**config.mk**
```make
export PLATFORM = sky130hd
export DESIGN_NAME = delay_calc_top
export DESIGN_NICKNAME = d
export VERILOG_FILES = /design/src/rtl/delay_pkg.sv /design/src/rtl/dist_if.sv /design/src/rtl/delay_decode.sv /design/src/rtl/dist_square_sum.sv /design/src/rtl/isqrt_pipe.sv /design/src/rtl/delay_result.sv /design/src/rtl/delay_calc_top.sv
export SDC_FILE = /design/constraint.sdc
export NUM_CORES = 2
export LEC_CHECK = 0
export BUFFER_PORTS_ARGS = -buffer_cell sky130_fd_sc_hd__buf_2
export CAP_MARGIN = 20
export CORE_ASPECT_RATIO = 0.75
export CORE_MARGIN = 8
export CORE_UTILIZATION = 65
export DETAILED_ROUTE_END_ITERATION = 10
export PLACE_DENSITY_LB_ADDON = 0.2
export SLEW_MARGIN = 20
export SYNTH_ARGS = -nofsm -noshare
export SYNTH_HDL_FRONTEND = slang
export SYNTH_SLANG_ARGS = --single-unit
```
**constraint.sdc**
```tcl
create_clock -name clk -period 12.7 [get_ports clk]
set_clock_uncertainty 0.2 [all_clocks]
set_input_delay 0.635 -clock clk [delete_from_list [all_inputs] [get_ports clk]]
set_output_delay 0.635 -clock clk [all_outputs]
set_load 0.005 [all_outputs]
```
**src/rtl/delay_pkg.sv**
```systemverilog
`default_nettype none

package delay_pkg;

    // Coordinate and difference widths.
    localparam int coord_w = 16;          // Signed coordinate of an element or a focal point.
    localparam int diff_w  = 16;          // Magnitude of a coordinate difference.

    // Sum of two squared differences, one extra bit so the add never overflows.
    localparam int sum_w   = 33;

    // The floor of the root of a 33-bit value fits in 17 bits.
    localparam int root_w  = 17;

    localparam int elem_w  = 7;           // Element tag, up to 128 elements.

    // Output delay in sample units.
    localparam int delay_w    = 8;
    localparam int dist_shift = 2;        // Distance units per sample as a power of two.
    localparam int delay_max  = 255;      // Largest delay that can be reported.

    // One root bit is resolved per pipeline stage.
    localparam int sqrt_stages = root_w;

    // Decode, two square-sum stages, the root pipeline and the result register.
    localparam int calc_latency = 1 + 2 + sqrt_stages + 1;

endpackage

`default_nettype wire

```
**src/rtl/dist_if.sv**
```systemverilog
`default_nettype none

interface dist_if;
    import delay_pkg::*;

    logic              valid;   // One-cycle request strobe.
    logic [diff_w-1:0] dx;      // Absolute x difference.
    logic [diff_w-1:0] dz;      // Absolute z difference.
    logic [elem_w-1:0] elem;    // Element tag that travels with the request.

    modport src (
        output valid,
        output dx,
        output dz,
        output elem
    );

    modport dst (
        input valid,
        input dx,
        input dz,
        input elem
    );

endinterface

`default_nettype wire

```
**src/rtl/delay_decode.sv**
```systemverilog
`default_nettype none

module delay_decode (
    input  logic                                 clk,
    input  logic                                 reset,
    input  logic                                 start,
    input  logic signed [delay_pkg::coord_w-1:0] x_elem,
    input  logic signed [delay_pkg::coord_w-1:0] z_elem,
    input  logic signed [delay_pkg::coord_w-1:0] x_focus,
    input  logic signed [delay_pkg::coord_w-1:0] z_focus,
    input  logic        [delay_pkg::elem_w-1:0]  elem,
    dist_if.src                                  req
);
    import delay_pkg::*;

    logic signed [coord_w:0] x_diff;
    logic signed [coord_w:0] z_diff;
    logic        [coord_w:0] x_mag;
    logic        [coord_w:0] z_mag;

    // The difference of two 16-bit signed values needs 17 bits.
    always_comb begin
        x_diff = x_focus - x_elem;
        z_diff = z_focus - z_elem;
        x_mag  = x_diff[coord_w] ? -x_diff : x_diff;
        z_mag  = z_diff[coord_w] ? -z_diff : z_diff;
    end

    always_ff @(posedge clk) begin
        if (reset) begin
            req.valid <= 1'b0;
        end else begin
            req.valid <= start;
        end
    end

    // The magnitude is at most 65535, so the top bit is always clear.
    always_ff @(posedge clk) begin
        if (start) begin
            req.dx   <= x_mag[diff_w-1:0];
            req.dz   <= z_mag[diff_w-1:0];
            req.elem <= elem;
        end
    end

endmodule

`default_nettype wire

```
**src/rtl/dist_square_sum.sv**
```systemverilog
`default_nettype none

module dist_square_sum (
    input  logic                          clk,
    input  logic                          reset,
    dist_if.dst                           req,
    output logic                          sq_valid,
    output logic [delay_pkg::sum_w-1:0]   sum_sq,
    output logic [delay_pkg::elem_w-1:0]  sq_elem
);
    import delay_pkg::*;

    logic                  prod_valid;
    logic [2*diff_w-1:0]   dx_sq;
    logic [2*diff_w-1:0]   dz_sq;
    logic [elem_w-1:0]     prod_elem;

    always_ff @(posedge clk) begin
        if (reset) begin
            prod_valid <= 1'b0;
            sq_valid   <= 1'b0;
        end else begin
            prod_valid <= req.valid;
            sq_valid   <= prod_valid;
        end
    end

    // First stage forms both squares.
    always_ff @(posedge clk) begin
        dx_sq     <= req.dx * req.dx;
        dz_sq     <= req.dz * req.dz;
        prod_elem <= req.elem;
    end

    // Second stage adds them at the wider sum width.
    always_ff @(posedge clk) begin
        sum_sq  <= sum_w'(dx_sq) + sum_w'(dz_sq);
        sq_elem <= prod_elem;
    end

endmodule

`default_nettype wire

```
**src/rtl/isqrt_pipe.sv**
```systemverilog
`default_nettype none

module isqrt_pipe (
    input  logic                          clk,
    input  logic                          reset,
    input  logic                          sq_valid,
    input  logic [delay_pkg::sum_w-1:0]   sum_sq,
    input  logic [delay_pkg::elem_w-1:0]  sq_elem,
    output logic                          root_valid,
    output logic [delay_pkg::root_w-1:0]  root,
    output logic [delay_pkg::elem_w-1:0]  root_elem
);
    import delay_pkg::*;

    // Index 0 is the operand at the input; index k holds the state after k stages.
    logic                  stage_valid [sqrt_stages+1];
    logic [2*root_w-1:0]   stage_rad   [sqrt_stages+1];
    logic [root_w+1:0]     stage_rem   [sqrt_stages+1];
    logic [root_w-1:0]     stage_root  [sqrt_stages+1];
    logic [elem_w-1:0]     stage_elem  [sqrt_stages+1];

    // The radicand is padded to an even width so bits come down in pairs.
    assign stage_valid[0] = sq_valid;
    assign stage_rad[0]   = {{(2*root_w-sum_w){1'b0}}, sum_sq};
    assign stage_rem[0]   = '0;
    assign stage_root[0]  = '0;
    assign stage_elem[0]  = sq_elem;

    for (genvar i = 0; i < sqrt_stages; i++) begin : g_stage
        logic [root_w+1:0] shifted;
        logic [root_w+1:0] trial;

        // The remainder never exceeds twice the partial root, so its top two bits are free.
        assign shifted = {stage_rem[i][root_w-1:0], stage_rad[i][2*root_w-1 -: 2]};
        assign trial   = {stage_root[i], 2'b01};

        always_ff @(posedge clk) begin
            if (reset) begin
                stage_valid[i+1] <= 1'b0;
            end else begin
                stage_valid[i+1] <= stage_valid[i];
            end
        end

        always_ff @(posedge clk) begin
            stage_rad[i+1]  <= {stage_rad[i][2*root_w-3:0], 2'b00};
            stage_elem[i+1] <= stage_elem[i];
            if (shifted >= trial) begin
                stage_rem[i+1]  <= shifted - trial;    // Trial bit is kept.
                stage_root[i+1] <= {stage_root[i][root_w-2:0], 1'b1};
            end else begin
                stage_rem[i+1]  <= shifted;            // Restore and clear the bit.
                stage_root[i+1] <= {stage_root[i][root_w-2:0], 1'b0};
            end
        end
    end

    assign root_valid = stage_valid[sqrt_stages];
    assign root       = stage_root[sqrt_stages];
    assign root_elem  = stage_elem[sqrt_stages];

endmodule

`default_nettype wire

```
**src/rtl/delay_result.sv**
```systemverilog
`default_nettype none

module delay_result (
    input  logic                          clk,
    input  logic                          reset,
    input  logic                          root_valid,
    input  logic [delay_pkg::root_w-1:0]  root,
    input  logic [delay_pkg::elem_w-1:0]  root_elem,
    output logic [delay_pkg::delay_w-1:0] delay_out,
    output logic [delay_pkg::elem_w-1:0]  elem_out,
    output logic                          done
);
    import delay_pkg::*;

    logic [root_w-1:0]  scaled;
    logic [delay_w-1:0] delay_sat;

    always_comb begin
        scaled = root >> dist_shift;
        if (scaled > delay_max) begin
            delay_sat = delay_w'(delay_max);    // Focus is beyond the sample window.
        end else begin
            delay_sat = scaled[delay_w-1:0];
        end
    end

    // The outputs hold between strobes.
    always_ff @(posedge clk) begin
        if (reset) begin
            delay_out <= '0;
            elem_out  <= '0;
            done      <= 1'b0;
        end else begin
            done <= root_valid;
            if (root_valid) begin
                delay_out <= delay_sat;
                elem_out  <= root_elem;
            end
        end
    end

endmodule

`default_nettype wire

```
**src/rtl/delay_calc_top.sv**
```systemverilog
`default_nettype none

module delay_calc_top (
    input  logic                                 clk,
    input  logic                                 reset,
    input  logic                                 start,
    input  logic signed [delay_pkg::coord_w-1:0] x_elem,
    input  logic signed [delay_pkg::coord_w-1:0] z_elem,
    input  logic signed [delay_pkg::coord_w-1:0] x_focus,
    input  logic signed [delay_pkg::coord_w-1:0] z_focus,
    input  logic        [delay_pkg::elem_w-1:0]  elem,
    output logic        [delay_pkg::delay_w-1:0] delay_out,
    output logic        [delay_pkg::elem_w-1:0]  elem_out,
    output logic                                 done
);
    import delay_pkg::*;

    dist_if req_if ();

    logic              sq_valid;
    logic [sum_w-1:0]  sum_sq;
    logic [elem_w-1:0] sq_elem;
    logic              root_valid;
    logic [root_w-1:0] root;
    logic [elem_w-1:0] root_elem;

    delay_decode u_decode (
        .clk     (clk),
        .reset   (reset),
        .start   (start),
        .x_elem  (x_elem),
        .z_elem  (z_elem),
        .x_focus (x_focus),
        .z_focus (z_focus),
        .elem    (elem),
        .req     (req_if.src)
    );

    dist_square_sum u_square_sum (
        .clk      (clk),
        .reset    (reset),
        .req      (req_if.dst),
        .sq_valid (sq_valid),
        .sum_sq   (sum_sq),
        .sq_elem  (sq_elem)
    );

    isqrt_pipe u_isqrt (
        .clk        (clk),
        .reset      (reset),
        .sq_valid   (sq_valid),
        .sum_sq     (sum_sq),
        .sq_elem    (sq_elem),
        .root_valid (root_valid),
        .root       (root),
        .root_elem  (root_elem)
    );

    delay_result u_result (
        .clk        (clk),
        .reset      (reset),
        .root_valid (root_valid),
        .root       (root),
        .root_elem  (root_elem),
        .delay_out  (delay_out),
        .elem_out   (elem_out),
        .done       (done)
    );

endmodule

`default_nettype wire

```
* Yosys cells after proc, flatten, opt, wreduce, memory -nomap -nowiden
Cells that the tools add are included.
** Cells by class
- Add/subtract/negate cells :: 21
- Multiply operators :: 2
- Order comparisons :: 18
- Muxes and demuxes :: 36
** Operator list (number)
- $mux W17 :: 15
- $mul A16 B16 Y32 :: 2
- $sub A16 B16 Y17 :: 2
- $add A32 B32 Y33 :: 1
- $mux W16 :: 2
- $neg A16 Y16 :: 2
- $ge A19 B10 Y1 :: 1
- $ge A19 B11 Y1 :: 1
- $ge A19 B12 Y1 :: 1
- $ge A19 B13 Y1 :: 1
- $ge A19 B14 Y1 :: 1
- $ge A19 B15 Y1 :: 1
- $ge A19 B16 Y1 :: 1
- $ge A19 B17 Y1 :: 1
- $ge A19 B18 Y1 :: 1
- $ge A19 B3 Y1 :: 1
- $ge A19 B4 Y1 :: 1
- $ge A19 B5 Y1 :: 1
- $ge A19 B6 Y1 :: 1
- $ge A19 B7 Y1 :: 1
- $ge A19 B8 Y1 :: 1
- $ge A19 B9 Y1 :: 1
- $mux W1 :: 18
- $sub A17 B10 Y17 :: 1
- other kinds (18) :: 18
** Word-level totals
- Register bits :: 987
- Bits of input ports :: 74
- Output and inout bits :: 16
- Logic and storage cells :: 175

* Logic depth before layout (Yosys ltp)
- Word-level depth :: 3
- Gate-level depth with buffers :: 26
- Mapped depth without buffers :: 25

* Hierarchy
From an unflattened synthesis, not the netlist that was laid out.
** Second synthesis, totals
- Cells, all modules :: 4923
- Area, all modules :: 49610.1 µm²
** By module, submodules not included
- isqrt_pipe :: instances 1, cells each 2424, area an instance 26643.1 µm², seq. area each 16095.4 µm²
- dist_square_sum :: instances 1, cells each 2062, area an instance 18834.3 µm², seq. area each 2222.1 µm²
- delay_decode :: instances 1, cells each 377, area an instance 3492.1 µm², seq. area each 1191.1 µm²
- delay_result :: instances 1, cells each 60, area an instance 640.6 µm², seq. area each 320.3 µm²

* Worst setup path after synthesis
No wires, ideal clock.
- Path type :: flip-flop to flip-flop
- Start :: register u_decode.req.dx[4]
- End :: register u_square_sum.dx_sq[28]
- Library setup time :: 0.072 ns
- Data arrival time :: 5.944 ns
- Required time :: 12.428 ns
- Setup slack :: 6.483 ns
- Cell stages (with the launch flop) :: 23
- Buffers on the path :: 2
- Clock period less this slack :: 6.217 ns
- Cell sequence :: edfxtp_1 clkbuf_1 clkbuf_1 nand2_1 fa_1 inv_1 fa_1 fa_1 fa_1 fa_1 inv_1 fa_1 inv_1 ha_1 a21o_1 o21ai_0 nand2b_1 nor2_1 nand2_1 o21ai_0 o21bai_1 a21oi_1 xnor2_1
** On the way
- Longest elaborated chain between the ends :: 1
** RTL lines
- start, declared :: RTL line dist_if.sv:13 : output dx,
- start signal, assigned :: RTL line delay_decode.sv:40 : req.dx <= x_mag[diff_w-1:0];
- $mul A16 B16 Y32 :: RTL line dist_square_sum.sv:30 : dx_sq <= req.dx * req.dx;
- end signal, assigned :: RTL line dist_square_sum.sv:30
- end, declared :: RTL line dist_square_sum.sv:14 : logic [2*diff_w-1:0] dx_sq;
No other way between the ends.
A chain may end at the register's enable or synchronous reset.

* Final worst setup path
- Start :: register u_decode.req.dx[1]
- End :: register u_square_sum.dx_sq[28]
The elaborated chain is that of the path after synthesis.

==> impl_metrics.toml <==
[global_routing]
antenna_found_initial = 0
grt_remaining_overflow = 0
grt_max_degree = 41
grt_pass1_vias = 28100
grtUsageTotal = 0.214
grt_pass1_wl_mm = 135

[hold_path]
hp-start = "u_isqrt.stage_rad[404]"
hold_class = "reg2reg"

[worst_setup_path]
slowest_stage = "edfxtp_1"
startpoint = "u_decode.req.dx[1]"
r2r_slack_ns = 5.67
crit_arrival_ns = 7.40
r2r.worst_path.cells = 23
worstSetupStartpointType = "flip-flop"
rr_endpoint = "u_square_sum.dx_sq[28]"
critPathKind = "reg2reg"
critPathCaptureType = "flip-flop"
cp_slowest_stage_delay_ns = 0.66
r2r-start = "u_decode.req.dx[1]"
path_max_fanout = 18
crit_path_end = "u_square_sum.dx_sq[28]"
cp.required_ns = 13.07
crit_chain = "and2_1, fa_1, inv_1, fa_1, inv_1, fa_1, inv_1, fa_1, inv_1, fa_1, inv_1, fa_1, inv_1, ha_1, a21o_1, a21oi_1, a21boi_0, o21bai_1, and2_1, o21ai_0, o21bai_1, a21oi_1, xnor2_1"

[die]
die_area_sq_um = 75900
fp-row-count = 82
pin_count = 90
core_area_sq_um = 66700
dieWidth_um = 315
initial_core_util = 0.655
die_h_um = 241

[synth]
synth_top_area_frac = 0.379
synth.avg_cell_area_sq_um = 10.2
yosysMostFrequentCell = "dfxtp_1"
yosys-top-cells-count = "dfxtp_1, inv_1, ha_1, fa_1, nand2_1"
yosys-top-cells-area = "dfxtp_1, fa_1, ha_1"
ys_seq_area_frac = 0.406
synth-seq-cells = 866
synth_edf_count = 39
syn_area_sq_um = 43700
netlist_instances = 4300
synth.distinct_cells = 84
synth_area_leader_cell = "dfxtp_1"
syn_nets = 5102
async_flop_share = 0
synth_top_flop_cell = "dfxtp_1"
ys_warn_count = 0

[finish]
diodes = 0
area_delta_synth_final_pct = 9.46
fin_area_sq_um = 47800
nNetsFinal = 5209
drive_gt1_frac = 0.0629

[drt]
via_per_inst = 5.26
num_vias = 28100
ant_nets = 0
drc = 0
firstDrtPassIters = 5
wl_per_cell_um = 15.0
routed_wl_mm = 80.1
drt_iter0_drc = 1853

[sta]
drv_slew = 0
period_share = 0.553
hold_viol = 0
max_slew_margin = 0.290
fmax_ghz = 0.142
setup_violations = 0
tns_ns = 0
rsz0062_at_grt = "no"
min_period_ns = 7.03
tightest_slew_ns = 1.06

[clock_tree]
cts_max_level = 3
cts_tree = "built"
root_buffer = "clkbuf_16"
clkSinkCount = 866
clk_pin_slew_ns = 0.07
clkLatencyLatePin_ns = 0.64
cts_resized = 0
clock_path_buffers = 3
numCtsBuffers = 77

[flow_run]
maxCapViolations = 0

[placed_design]
port_buffers = 89
hpwl_mm = 61.5
dpl-instance-area_sq_um = 45000
place.gp.congestion = 0.886

[run_status]
status = "finished, final reports clean"
-- flip-flops by register name, indices dropped and copies added (netlist names), 8 cells and up --
register,flops
u_isqrt.g_stage.trial,135
u_decode.req.dx,16
u_isqrt.g_stage.shifted,237
u_square_sum.dz_sq,30
u_square_sum.sum_sq,29
u_result.delay_out,8
u_isqrt.stage_valid,16
u_isqrt.root,15
u_isqrt.stage_rad,182
u_isqrt.stage_elem,112
u_square_sum.dx_sq,30
u_decode.req.dz,16
-- worst max-delay path, delay by kind of cell (launching register included) --
kind            cells  cell delay (ns)
compound gates      7             1.75
xor+xnor            1             0.13
fa+ha+maj           7             3.39
buf+inv             6             0.30
flops               1             0.66
simple gates        2             0.54
-- cell type report --
cell class                 count  area [sq um]
clock inverter                42           583
multi-input combinational   2624         23000
timing repair buffer         102           561
tap                          882          1100
fill                        4844         18800
clock buffer                  98          2150
inverter                     736          2760
sequential                   866         17700
-- stage by stage --
step / setup slack, ns / hold slack, ns / instances / utilization
2_1_floorplan: 6.48 / 0.110 / 4300 / -
3_3_place_gp: 5.93 / 0.109 / 5203 / 0.675
3_5_place_dp: 5.68 / 0.112 / 5203 / 0.675
4_1_cts: 5.68 / 0.0987 / 5350 / 0.717
5_1_grt: 5.20 / 0.122 / 5350 / 0.717
6_report: 5.67 / 0.105 / 5350 / 0.717
-- worst min path at each step --
stage / endpoint / cells past startpoint
finish: u_isqrt.g_stage[7].shifted[0] / 0
global route: u_isqrt.root[2] / 0
CTS: u_isqrt.g_stage[7].shifted[0] / 0
detailed placement: u_isqrt.g_stage[8].shifted[1] / 0
global placement: u_isqrt.stage_elem[18] / 0
floorplan: u_isqrt.g_stage[10].shifted[0] / 0
-- placed cells by master, fill, tap and decap left out, drive strengths merged, types with 16 or more instances in the layout --
master / n
dfxtp: 827
inv: 746
ha: 396
fa: 332
nand2: 312
nor2: 211
a21oi: 181
xnor2: 166
o21ai: 145
xor2: 102
clkbuf: 98
and2: 95
buf: 95
nor3: 80
a21o: 78
nor2b: 59
o21a: 51
nand2b: 44
nand3: 43
edfxtp: 39
o21bai: 26
o31ai: 24
or3: 23
nor4: 23
and3: 22
nand4: 20
or4: 18
or2: 18
mux2: 16
a31oi: 16
clkinv: 16
-- layer usage --
layer,part of all wire,GRT usage,vias up
li1,-,-,14000
met5,0,0,-
met1,0.46,0.289,13400
met4,0.018,0.0531,0
met2,0.48,0.363,589
met3,0.045,0.0312,106
-- logic make-up after synthesis --
kind of cell / synth area share
adder cells (fa/ha/maj): 0.265
other: 0.0000858
buffers and inverters: 0.0699
flip-flops: 0.406
XOR/XNOR: 0.0539
multiplexers: 0.00710
AO/OA/AOI/OAI: 0.0872
AND/OR/NAND/NOR: 0.111
-- repair_timing --
action,CTS,global route
hold buffers,7,0
endpoints found under the hold margin,7,0
endpoints found under the setup margin,0,0
buffers inserted,0,0
Power is left out: the tool's default activity adds up to more than one toggle a clock period on the data nets, which glitch-free logic cannot reach.
